===== src/hw/rewardPkg.sv =====
`default_nettype none

package rewardPkg;

    // what the decision stage asks the packer to build
    typedef enum logic [2:0] {
        RIPPLE_HB  = 3'd0,
        RIPPLE_INV = 3'd1,
        SEND_MR    = 3'd2,
        SEND_CHT   = 3'd3,
        FORWARD    = 3'd4,
        ORIGINATE  = 3'd5
    } rewardKind_e;

    // idle cycles after the last packet before MR / CHT goes out
    localparam int DEFAULT_TIMEOUT = 10;

    // invitations at or beyond this CH distance stop rippling
    localparam int DEFAULT_MAX_INV_HOPS = 4;

endpackage

`default_nettype wire


===== src/hw/packetPkg.sv =====
`default_nettype none

package packetPkg;

    // every header field is one 16-bit word
    typedef logic [15:0] nodeWord_t;

    // packet type codes as carried on air
    typedef enum logic [2:0] {
        HB   = 3'd0,
        CHE  = 3'd1,
        INV  = 3'd2,
        MR   = 3'd3,
        CHT  = 3'd4,
        DATA = 3'd5,
        SOS  = 3'd6,
        NONE = 3'd7
    } pktType_e;

    // 3 + 7 * 16 = 115 bits
    typedef struct packed {
        pktType_e  pktType;
        nodeWord_t sourceID;
        nodeWord_t sourceHops;
        nodeWord_t qValue;
        nodeWord_t energy;
        nodeWord_t hopsFromCH;
        nodeWord_t chosenCH;
        nodeWord_t destID;
    } pktHeader_t;

    // destination for flooded packets
    localparam nodeWord_t BROADCAST_ID = 16'hFFFF;
    // sink always sits at address 0
    localparam nodeWord_t SINK_ID = 16'h0000;

endpackage

`default_nettype wire

===== src/hw/decisionIf.sv =====
`timescale 1ns/1ps
`default_nettype none

interface decisionIf;

    import packetPkg::*;
    import rewardPkg::*;

    // stage-to-stage handshake
    logic        valid;
    logic        ready;

    // decided action for the packer
    rewardKind_e kind;

    // header as captured at the decision point
    // only the type field is meaningful for originated packets
    pktHeader_t  header;

    // decision stage is the producer
    modport decide (
        output valid,
        output kind,
        output header,
        input  ready
    );

    // packer is the consumer
    modport pack (
        input  valid,
        input  kind,
        input  header,
        output ready
    );

endinterface

`default_nettype wire


===== src/hw/rewardTop.sv =====
`timescale 1ns/1ps
`default_nettype none

module rewardTop #(
    parameter int TIMEOUT_CYCLES = rewardPkg::DEFAULT_TIMEOUT,
    parameter int MAX_INV_HOPS   = rewardPkg::DEFAULT_MAX_INV_HOPS
) (
    input  logic                 clk,
    input  logic                 nrst,
    // incoming packet channel
    input  logic                 inValid,
    output logic                 inReady,
    input  packetPkg::pktType_e  inType,
    input  packetPkg::nodeWord_t inSourceID,
    input  packetPkg::nodeWord_t inSourceHops,
    input  packetPkg::nodeWord_t inQValue,
    input  packetPkg::nodeWord_t inEnergy,
    input  packetPkg::nodeWord_t inHopsFromCH,
    input  packetPkg::nodeWord_t inChosenCH,
    input  packetPkg::nodeWord_t inDestID,
    // local data request
    input  logic                 sendValid,
    output logic                 sendReady,
    // node state
    input  logic                 role,
    input  logic                 lowEnergy,
    input  packetPkg::nodeWord_t myNodeID,
    input  packetPkg::nodeWord_t hopsFromSink,
    input  packetPkg::nodeWord_t myQValue,
    input  packetPkg::nodeWord_t myEnergy,
    input  packetPkg::nodeWord_t hopsFromCH,
    input  packetPkg::nodeWord_t chosenCH,
    input  packetPkg::nodeWord_t chosenHop,
    // outgoing header channel
    output logic                 outValid,
    input  logic                 outReady,
    output packetPkg::pktType_e  outType,
    output packetPkg::nodeWord_t outSourceID,
    output packetPkg::nodeWord_t outSourceHops,
    output packetPkg::nodeWord_t outQValue,
    output packetPkg::nodeWord_t outEnergy,
    output packetPkg::nodeWord_t outHopsFromCH,
    output packetPkg::nodeWord_t outChosenCH,
    output packetPkg::nodeWord_t outDestID
);

    import packetPkg::*;

    pktHeader_t inHeader;
    pktHeader_t outHeader;
    logic       expired;
    logic       expireTaken;
    logic       hbLocked;
    logic       hbSeen;
    logic       dataSeen;
    logic       pktTaken;

    decisionIf decBus ();

    // gather loose input fields
    assign inHeader.pktType    = inType;
    assign inHeader.sourceID   = inSourceID;
    assign inHeader.sourceHops = inSourceHops;
    assign inHeader.qValue     = inQValue;
    assign inHeader.energy     = inEnergy;
    assign inHeader.hopsFromCH = inHopsFromCH;
    assign inHeader.chosenCH   = inChosenCH;
    assign inHeader.destID     = inDestID;

    // lock plus idle timer
    hbTimeout #(
        .TIMEOUT_CYCLES(TIMEOUT_CYCLES)
    ) hbTimeout_i (
        .clk        (clk),
        .nrst       (nrst),
        .hbSeen     (hbSeen),
        .dataSeen   (dataSeen),
        .pktTaken   (pktTaken),
        .expireTaken(expireTaken),
        .expired    (expired),
        .hbLocked   (hbLocked)
    );

    // stage 1
    rewardDecide #(
        .MAX_INV_HOPS(MAX_INV_HOPS)
    ) rewardDecide_i (
        .clk        (clk),
        .nrst       (nrst),
        .inValid    (inValid),
        .sendValid  (sendValid),
        .expired    (expired),
        .hbLocked   (hbLocked),
        .role       (role),
        .lowEnergy  (lowEnergy),
        .inHeader   (inHeader),
        .myNodeID   (myNodeID),
        .inReady    (inReady),
        .sendReady  (sendReady),
        .expireTaken(expireTaken),
        .hbSeen     (hbSeen),
        .dataSeen   (dataSeen),
        .pktTaken   (pktTaken),
        .dec        (decBus.decide)
    );

    // stage 2
    packetPacker packetPacker_i (
        .clk         (clk),
        .nrst        (nrst),
        .outReady    (outReady),
        .myNodeID    (myNodeID),
        .hopsFromSink(hopsFromSink),
        .myQValue    (myQValue),
        .myEnergy    (myEnergy),
        .hopsFromCH  (hopsFromCH),
        .chosenCH    (chosenCH),
        .chosenHop   (chosenHop),
        .dec         (decBus.pack),
        .outValid    (outValid),
        .outHeader   (outHeader)
    );

    // spread the packed header onto the output pins
    assign outType       = outHeader.pktType;
    assign outSourceID   = outHeader.sourceID;
    assign outSourceHops = outHeader.sourceHops;
    assign outQValue     = outHeader.qValue;
    assign outEnergy     = outHeader.energy;
    assign outHopsFromCH = outHeader.hopsFromCH;
    assign outChosenCH   = outHeader.chosenCH;
    assign outDestID     = outHeader.destID;

endmodule

`default_nettype wire


===== src/hw/packetPacker.sv =====
`timescale 1ns/1ps
`default_nettype none

module packetPacker (
    input  logic                  clk,
    input  logic                  nrst,
    input  logic                  outReady,
    input  packetPkg::nodeWord_t  myNodeID,
    input  packetPkg::nodeWord_t  hopsFromSink,
    input  packetPkg::nodeWord_t  myQValue,
    input  packetPkg::nodeWord_t  myEnergy,
    input  packetPkg::nodeWord_t  hopsFromCH,
    input  packetPkg::nodeWord_t  chosenCH,
    input  packetPkg::nodeWord_t  chosenHop,
    decisionIf.pack               dec,
    output logic                  outValid,
    output packetPkg::pktHeader_t outHeader
);

    import packetPkg::*;
    import rewardPkg::*;

    logic       canLoad;
    nodeWord_t  nextHop;
    pktHeader_t built;

    // hold until the downstream side takes the header
    assign canLoad   = !outValid || outReady;
    assign dec.ready = canLoad;

    // one hop from sink means talk to the sink directly
    assign nextHop = (hopsFromSink == 16'd1) ? SINK_ID : chosenHop;

    // header assembly, unnamed fields stay zero
    always_comb begin
        built = '0;
        case (dec.kind)
            RIPPLE_HB: begin
                built.pktType    = HB;
                built.sourceID   = myNodeID;
                built.sourceHops = dec.header.sourceHops + 16'd1;
                built.destID     = BROADCAST_ID;
            end
            RIPPLE_INV: begin
                // CH identity travels unchanged, distance grows by one
                built.pktType    = INV;
                built.sourceID   = dec.header.sourceID;
                built.qValue     = dec.header.qValue;
                built.hopsFromCH = dec.header.hopsFromCH + 16'd1;
                built.destID     = BROADCAST_ID;
            end
            SEND_MR: begin
                built.pktType    = MR;
                built.sourceID   = myNodeID;
                built.sourceHops = hopsFromSink;
                built.qValue     = myQValue;
                built.energy     = myEnergy;
                built.hopsFromCH = hopsFromCH;
                built.destID     = chosenCH;
            end
            SEND_CHT: begin
                built.pktType  = CHT;
                built.sourceID = myNodeID;
                built.qValue   = myQValue;
                built.chosenCH = myNodeID;
                built.destID   = BROADCAST_ID;
            end
            FORWARD: begin
                // relay keeps everything but the address
                built        = dec.header;
                built.destID = nextHop;
            end
            ORIGINATE: begin
                // DATA or SOS picked upstream
                built.pktType    = dec.header.pktType;
                built.sourceID   = myNodeID;
                built.sourceHops = hopsFromSink;
                built.qValue     = myQValue;
                built.energy     = myEnergy;
                built.hopsFromCH = hopsFromCH;
                built.chosenCH   = chosenCH;
                built.destID     = nextHop;
            end
            default: begin
                built.pktType = NONE;
            end
        endcase
    end

    always_ff @(posedge clk or negedge nrst) begin
        if (!nrst) begin
            outValid <= 1'b0;
        end else if (canLoad) begin
            outValid <= dec.valid;
        end
    end

    // node fields sampled at load time
    always_ff @(posedge clk) begin
        if (canLoad && dec.valid) begin
            outHeader <= built;
        end
    end

endmodule

`default_nettype wire


===== src/hw/rewardDecide.sv =====
`timescale 1ns/1ps
`default_nettype none

module rewardDecide #(
    parameter int MAX_INV_HOPS = rewardPkg::DEFAULT_MAX_INV_HOPS
) (
    input  logic                 clk,
    input  logic                 nrst,
    input  logic                 inValid,
    input  logic                 sendValid,
    input  logic                 expired,
    input  logic                 hbLocked,
    input  logic                 role,
    input  logic                 lowEnergy,
    input  packetPkg::pktHeader_t inHeader,
    input  packetPkg::nodeWord_t  myNodeID,
    output logic                 inReady,
    output logic                 sendReady,
    output logic                 expireTaken,
    output logic                 hbSeen,
    output logic                 dataSeen,
    output logic                 pktTaken,
    decisionIf.decide            dec
);

    import packetPkg::*;
    import rewardPkg::*;

    localparam nodeWord_t INV_LIMIT = nodeWord_t'(MAX_INV_HOPS);

    logic        canAccept;
    logic        hit;
    rewardKind_e nextKind;
    pktHeader_t  nextHeader;

    // register free now, or emptied by the packer on this edge
    assign canAccept = !dec.valid || dec.ready;

    // fixed priority: packet, then expiry, then local send
    assign inReady     = canAccept;
    assign expireTaken = canAccept && !inValid && expired;
    assign sendReady   = canAccept && !inValid && !expired;

    // strobes toward the lock and the timer
    assign pktTaken = inValid && inReady;
    assign hbSeen   = pktTaken && inHeader.pktType == HB;
    assign dataSeen = pktTaken && inHeader.pktType == DATA;

    // classify the winning event
    // hit low means consume without answering
    always_comb begin
        hit        = 1'b0;
        nextKind   = RIPPLE_HB;
        nextHeader = '0;
        if (inValid) begin
            nextHeader = inHeader;
            case (inHeader.pktType)
                HB: begin
                    // only the first heartbeat gets rippled
                    if (!hbLocked) begin
                        hit      = 1'b1;
                        nextKind = RIPPLE_HB;
                    end
                end
                INV: begin
                    if (inHeader.hopsFromCH < INV_LIMIT) begin
                        hit      = 1'b1;
                        nextKind = RIPPLE_INV;
                    end
                end
                DATA, SOS: begin
                    // relay only traffic addressed here
                    if (inHeader.destID == myNodeID) begin
                        hit      = 1'b1;
                        nextKind = FORWARD;
                    end
                end
                default: begin
                    // CHE, MR, CHT end here
                    hit = 1'b0;
                end
            endcase
        end else if (expired) begin
            hit = 1'b1;
            // cluster head announces slots, member asks to join
            if (role) begin
                nextKind = SEND_CHT;
            end else begin
                nextKind = SEND_MR;
            end
        end else if (sendValid) begin
            hit      = 1'b1;
            nextKind = ORIGINATE;
            if (lowEnergy) begin
                nextHeader.pktType = SOS;
            end else begin
                nextHeader.pktType = DATA;
            end
        end
    end

    // occupancy follows hit whenever the slot can change
    always_ff @(posedge clk or negedge nrst) begin
        if (!nrst) begin
            dec.valid <= 1'b0;
        end else if (canAccept) begin
            dec.valid <= hit;
        end
    end

    // payload only written on a real decision
    always_ff @(posedge clk) begin
        if (canAccept && hit) begin
            dec.kind   <= nextKind;
            dec.header <= nextHeader;
        end
    end

endmodule

`default_nettype wire


===== src/hw/hbTimeout.sv =====
`timescale 1ns/1ps
`default_nettype none

module hbTimeout #(
    parameter int TIMEOUT_CYCLES = rewardPkg::DEFAULT_TIMEOUT
) (
    input  logic clk,
    input  logic nrst,
    input  logic hbSeen,
    input  logic dataSeen,
    input  logic pktTaken,
    input  logic expireTaken,
    output logic expired,
    output logic hbLocked
);

    // wide enough to hold the reload value itself
    localparam int CNT_W = $clog2(TIMEOUT_CYCLES + 1);

    logic [CNT_W-1:0] count;
    logic             reload;

    // lock set by first heartbeat, released by data traffic
    always_ff @(posedge clk or negedge nrst) begin
        if (!nrst) begin
            hbLocked <= 1'b0;
        end else if (dataSeen) begin
            hbLocked <= 1'b0;
        end else if (hbSeen) begin
            hbLocked <= 1'b1;
        end
    end

    // counter parked at full value while unlocked
    // any accepted packet or a consumed expiry restarts the wait
    assign reload = !hbLocked || pktTaken || expireTaken;

    always_ff @(posedge clk or negedge nrst) begin
        if (!nrst) begin
            count <= CNT_W'(TIMEOUT_CYCLES);
        end else if (reload) begin
            count <= CNT_W'(TIMEOUT_CYCLES);
        end else if (count != '0) begin
            count <= count - 1'b1;
        end
    end

    // expiry flag rises on the edge that takes count from 1 to 0
    // sticky until the decision stage takes it or the lock drops
    always_ff @(posedge clk or negedge nrst) begin
        if (!nrst) begin
            expired <= 1'b0;
        end else if (expireTaken || !hbLocked) begin
            expired <= 1'b0;
        end else if (!pktTaken && count == CNT_W'(1)) begin
            expired <= 1'b1;
        end
    end

endmodule

`default_nettype wire


===== config.mk =====
export PLATFORM = sky130hd
export DESIGN_NAME = rewardTop
export DESIGN_NICKNAME = d
export VERILOG_FILES = /design/src/hw/rewardPkg.sv /design/src/hw/packetPkg.sv /design/src/hw/decisionIf.sv /design/src/hw/rewardTop.sv /design/src/hw/packetPacker.sv /design/src/hw/rewardDecide.sv /design/src/hw/hbTimeout.sv
export SDC_FILE = /design/constraint.sdc
export NUM_CORES = 1
export LEC_CHECK = 0
export ABC_AREA = 0
export BUFFER_PORTS_ARGS = -buffer_cell sky130_fd_sc_hd__buf_4
export CELL_PAD_IN_SITES_DETAIL_PLACEMENT = 1
export CELL_PAD_IN_SITES_GLOBAL_PLACEMENT = 2
export CORE_MARGIN = 4
export CORE_UTILIZATION = 29
export DETAILED_ROUTE_END_ITERATION = 7
export GPL_ROUTABILITY_DRIVEN = 0
export PLACE_DENSITY_LB_ADDON = 0.1
export SETUP_SLACK_MARGIN = 0.5
export SYNTH_ARGS = -nofsm -noshare
export SYNTH_HDL_FRONTEND = slang
export SYNTH_SLANG_ARGS = --single-unit

===== constraint.sdc =====
create_clock -name clk -period 7.7 [get_ports clk]
set_input_delay 1.155 -clock clk [delete_from_list [all_inputs] [get_ports clk]]
set_output_delay 1.155 -clock clk [all_outputs]
set_load 0.02 [all_outputs]

# Word level (Yosys, flattened, before mapping)
# Index checks and enable logic that the tools add are counted.
# classes
order_cmp	1
n_mux	33
eq_ne	11
n_addsub	3
n_reduce_logical	33
# op_table
operator	count
$pmux 16 s3	4
$pmux 16 s2	3
$add 16x1->16 const B	2
$mux 3	7
$eq 16x1->1 const B	1
$eq 16x16->1	1
$lt 16x3->1 const B	1
$mux 16	1
$pmux 3 s5	1
$eq 3x3->1 const B	4
$mux 1	12
$eq 3x2->1 const B	3
$logic_and 1x1->1	9
$mux 4	2
$reduce_or 2->1	4
$logic_not 1->1	6
$logic_not 3->1	2
$pmux 3 s2	1
$reduce_bool 2->1	3
$reduce_or 3->1	2
$logic_or 1x1->1	5
$eq 4x1->1 const B	1
$reduce_bool 4->1	1
$reduce_or 4->1	1
other kinds (4)	4
# totals
register_bits	225
elab_cells	102

# Longest topological paths before layout
# logic_depth
ltp_word	8
depth_mapped	7
ltp_nobuf	7

# Hierarchy
# Synthesis repeated with hierarchy kept, for this count alone.
# hier_totals
hier_cells	825
area_unflattened_um2	11013.1
# by_module_without_submodules
mod	n_inst	seq_area_each_um2	area_per_inst_um2	cells_per_inst
packetPacker	1	3478.3	5948.2	487
rewardDecide	1	3568.4	4745.8	307
hbTimeout	1	152.6	319.1	31

# Worst setup path before layout
# Ideal clock, no wire load.
# synth_path
path_type	input port to flip-flop
from	input port inValid
to	register rewardDecide_i.dec.header[100] (netlist name)
slack_ns	-1.667
stages	4
t_arrival_ns	8.664
required_time_ns	6.997
setup_ns	0.703
cell_sequence	clkbuf_1 -> inv_1 -> o21ai_0 -> o21ai_0
# synth_via
elab_chain_cells	2
# synth_lines
element	line	text
start, declared	rewardTop.sv:11	input logic inValid,
$mux 1	rewardDecide.sv:55	if (inValid) begin
$logic_and 1x1->1	rewardDecide.sv:113	if (canAccept && hit) begin
# Every way passes these cells.
# A chain may end at the register's enable or synchronous reset.

# Worst setup path in the final report
# layout_path
from	input port inValid
to	output port sendReady
# layout_via
elab_chain_cells	3
# layout_lines
element	line	text
$logic_not 1->1	rewardDecide.sv:42	assign sendReady = canAccept && !inValid && !expired;
$logic_and 1x1->1 (2 in series)	rewardDecide.sv:42	
end, declared	rewardTop.sv:23	output logic sendReady,
# Every way passes these cells.

==> flow_results.xml <==
<?xml version="1.0" encoding="UTF-8"?>
<metrics>
  <group name="status">
    <metric name="status" unit="">complete, no violations</metric>
  </group>
  <group name="cts">
    <metric name="post_cts.resized_instances" unit="">0</metric>
    <metric name="cts_tree" unit="">built</metric>
    <metric name="cts-root-buf" unit="">sky130_fd_sc_hd__clkbuf_16</metric>
    <metric name="cts.repair_timing.setup_buffer_count" unit="">0</metric>
    <metric name="tritoncts_num_sinks" unit="">225</metric>
    <metric name="clk_latency" unit="ns">0.55</metric>
    <metric name="cts_hold_fix_bufs" unit="">0</metric>
    <metric name="number_of_buffers_created_by_cts" unit="">28</metric>
    <metric name="max-clock-path-buffers" unit="">3</metric>
    <metric name="clock_slew_at_the_register_clock_pins_of_the_worst_setup_and_hold_paths" unit="ns">0.05</metric>
    <metric name="cts_max_level" unit="">1</metric>
  </group>
  <group name="timing">
    <metric name="maxSlewViolCount" unit="">0</metric>
    <metric name="layout_worst_path_cycle_share" unit="">0.432</metric>
    <metric name="finalClockSkew" unit="ns">0.0163</metric>
    <metric name="final.setup.worst_slack" unit="ns">4.38</metric>
    <metric name="setup-tns-final" unit="ns">0</metric>
    <metric name="finalCriticalPeriod" unit="ns">3.32</metric>
    <metric name="timing_hold_violations_final" unit="">0</metric>
    <metric name="rsz_0062_raised_after_global_routing" unit="">no</metric>
    <metric name="final_setup_fails" unit="">0</metric>
    <metric name="worst-slew-pin-transition" unit="ns">1.10</metric>
    <metric name="max-slew-margin-rel" unit="">0.262</metric>
    <metric name="max_freq" unit="MHz">301</metric>
  </group>
  <group name="hold_path">
    <metric name="worst_hold_path_type" unit="">in -&gt; async</metric>
  </group>
  <group name="routing">
    <metric name="route.detailed.vias_per_inst" unit="">4.80</metric>
    <metric name="routedWlPerCell" unit="µm">22.8</metric>
    <metric name="drc_errors" unit="">0</metric>
    <metric name="first_iter_violations" unit="">312</metric>
    <metric name="drt-pass1-iter-count" unit="">4</metric>
    <metric name="drt.antenna.violating_nets" unit="">0</metric>
    <metric name="finalWirelength" unit="µm">37300</metric>
    <metric name="vias" unit="">7865</metric>
  </group>
  <group name="setup_path">
    <metric name="worst-setup-path-type" unit="">in -&gt; out</metric>
    <metric name="critPathArrivalTime" unit="ns">2.17</metric>
    <metric name="reg2reg_slack" unit="ns">5.00</metric>
    <metric name="rr_startpoint" unit="">rewardDecide_i.dec.kind[0]$_DFFE_PP_</metric>
    <metric name="required_arrival_time_at_the_worst_endpoint" unit="ns">6.55</metric>
    <metric name="crit_fanout" unit="">109</metric>
    <metric name="timing.critical_path.from" unit="">inValid</metric>
    <metric name="timing.critical_path.from_type" unit="">input pin</metric>
    <metric name="reg2reg_to" unit="">packetPacker_i.outHeader[112]$_DFFE_PP_</metric>
    <metric name="kind_of_end_point_of_the_critical_path" unit="">output pin</metric>
    <metric name="worst-r2r-cell-count" unit="">4</metric>
  </group>
  <group name="synth">
    <metric name="synthesis.area_per_instance" unit="µm²">13.0</metric>
    <metric name="synth.area.top_cells" unit="">sky130_fd_sc_hd__edfxtp_1, sky130_fd_sc_hd__and2_1, sky130_fd_sc_hd__a22o_1, sky130_fd_sc_hd__mux2i_1, sky130_fd_sc_hd__xnor2_1</metric>
    <metric name="net_count_synth" unit="">1048</metric>
    <metric name="synth.cell_area" unit="mm²">0.0105</metric>
    <metric name="async_reset_ff_frac" unit="">0.0356</metric>
    <metric name="ys.flop_type" unit="">sky130_fd_sc_hd__edfxtp_1</metric>
    <metric name="post-synth-top-area-fraction" unit="">0.619</metric>
    <metric name="ys_warn_count" unit="">0</metric>
    <metric name="synth_largest_area_cell" unit="">sky130_fd_sc_hd__edfxtp_1</metric>
    <metric name="synth-edff-count" unit="">217</metric>
    <metric name="post_synth_num_cell_types" unit="">62</metric>
    <metric name="ys_ff_latch" unit="">225</metric>
    <metric name="post_synth_inst_count" unit="">809</metric>
    <metric name="yosysSeqAreaShare" unit="">0.638</metric>
  </group>
  <group name="die">
    <metric name="floorplan.initialDensity" unit="">0.295</metric>
    <metric name="core" unit="mm²">0.0357</metric>
    <metric name="die_y" unit="µm">199</metric>
    <metric name="dieWidth" unit="µm">199</metric>
    <metric name="floorplan.io_pins" unit="">352</metric>
    <metric name="die_area" unit="mm²">0.0394</metric>
    <metric name="placementRows" unit="">69</metric>
  </group>
  <group name="pwr">
    <metric name="power_per_cell_area" unit="mW/mm²">242</metric>
    <metric name="clkPwrFrac" unit="">0.349</metric>
    <metric name="power_leakage" unit="nW">5.74</metric>
    <metric name="total_switching_power" unit="mW">0.980</metric>
    <metric name="cellInternalPower" unit="mW">2.52</metric>
    <metric name="share_seq_of_total_power" unit="">0.454</metric>
    <metric name="vdd_drop_max" unit="mV">0.170</metric>
    <metric name="share_comb_of_total_power" unit="">0.197</metric>
    <metric name="swShare" unit="">0.280</metric>
  </group>
  <group name="grt">
    <metric name="antenna_found_initial" unit="">3</metric>
    <metric name="overflow" unit="">0</metric>
    <metric name="grt_pass1_wl" unit="µm">53700</metric>
    <metric name="maximum_number_of_pins_on_one_net_before_global_route_repair" unit="">110</metric>
    <metric name="grt_resource_usage_total" unit="">0.180</metric>
    <metric name="grt_pass1_vias" unit="">8453</metric>
  </group>
  <group name="layout">
    <metric name="synthToLayoutAreaGrowth" unit="%">37.4</metric>
    <metric name="mostFrequentLayoutCells" unit="">sky130_fd_sc_hd__buf_4, sky130_fd_sc_hd__edfxtp_1, sky130_fd_sc_hd__and2_1</metric>
    <metric name="final_layout_size_suffix_gt1_frac" unit="">0.364</metric>
    <metric name="diodes" unit="">0</metric>
    <metric name="postLayoutCellArea" unit="mm²">0.0145</metric>
    <metric name="layout.cells.most_common" unit="">sky130_fd_sc_hd__buf_4</metric>
    <metric name="nNetsFinal" unit="">1395</metric>
    <metric name="fill_cells" unit="">3867</metric>
    <metric name="final_util" unit="">0.405</metric>
  </group>
  <group name="placement">
    <metric name="preCtsSetupSlack" unit="ns">3.70</metric>
    <metric name="dp_hpwl" unit="µm">27600</metric>
    <metric name="placed_area" unit="mm²">0.0136</metric>
    <metric name="place.port_buffers" unit="">351</metric>
  </group>
  <group name="flow_run">
    <metric name="maxCapViolations" unit="">0</metric>
  </group>
</metrics>
[synth_stat cells, drive strengths merged (8+ instances only)]
cell type    n
nor4         8
buf         23
inv         14
clkbuf      21
and2        99
edfxtp     217
nand4        9
nor3        16
nand3       10
xnor2       30
a21oi       18
nor2        45
o21ai       56
a22o        55
nand2       60
mux2i       41
a221o       17
[logic make-up (layout without fill, tap and decap cells)]
family                     after synthesis  in the layout  synth area share
muxes                                   42             42            0.0400
DFF                                    225            225             0.638
and+or+nand+nor                        270            270             0.142
xor gates and xnor gates                33             33            0.0274
AOI/OAI and AO/OA                      176            176             0.121
buffers and inverters                   58            425            0.0261
adders and majority gates                5              5           0.00594
[worst max path at each step]
stage	end	cells past startpoint
6_report	sendReady	3
4_1_cts	sendReady	3
2_1_floorplan	rewardDecide_i.dec.header[100]$_SDFFCE_PN0P_	4
3_3_place_gp	rewardDecide_i.dec.header[54]$_SDFFCE_PN0P_	6
5_1_grt	rewardDecide_i.dec.header[84]$_SDFFCE_PN0P_	6
3_5_place_dp	rewardDecide_i.dec.header[56]$_SDFFCE_PN0P_	6
[power by group through the flow]
stage | sequential (mW) | clock, mW | combinational, mW
finish | 1.59 | 1.22 | 0.688
global route | 1.60 | 1.31 | 0.749
CTS | 1.59 | 1.25 | 0.707
detailed placement | 1.62 | 0 | 0.706
global placement | 1.61 | 0 | 0.698
floorplan | 1.70 | 0 | 0.277
[worst max-delay path, cell delays in order]
cell and delay [ns]:
sky130_fd_sc_hd__buf_4 0.67, sky130_fd_sc_hd__nor3_1 0.11, sky130_fd_sc_hd__buf_4 0.20
[per-stage QoR]
| stage | power [mW] | instances | hold slack (ns) |
|---|---|---|---|
| after global placement | 2.31 | 1587 | 0.473 |
| after global routing | 3.66 | 1637 | 0.407 |
| after CTS | 3.55 | 1637 | 0.400 |
| after floorplan | 1.98 | 809 | 0.431 |
| after detailed placement | 2.32 | 1587 | 0.475 |
| final | 3.50 | 1637 | 0.425 |
[final cells by class]
cell class	instances	area (µm²)	share of cell area
multi-input cells	526	3570	0.247
well taps	461	577	0.0399
clock inverters	14	109	0.00752
repair buffers	361	2710	0.187
inverters	14	52.6	0.00363
flip-flops and latches	225	6720	0.464
clock buffers	36	731	0.0505
[layer usage]
| layer | global-route usage | vias up | routed length [µm] |
|---|---|---|---|
| met3 | 0.0611 | 52 | 3220 |
| li1 | - | 3757 | - |
| met2 | 0.310 | 255 | 18300 |
| met1 | 0.221 | 3795 | 14900 |
| met4 | 0.0393 | 6 | 750 |
| met5 | 0 | - | 47 |
[registers in the layout, summed over array words and instances (netlist names)]
register / flops
packetPacker_i.outHeader: 115
rewardDecide_i.dec.header: 99
hbTimeout_i.count: 4
rewardDecide_i.dec.kind: 3
hbTimeout_i.expired: 1
hbTimeout_i.hbLocked: 1
packetPacker_i.outValid: 1
rewardDecide_i.dec.valid: 1
(Power assumes the default switching activity.)
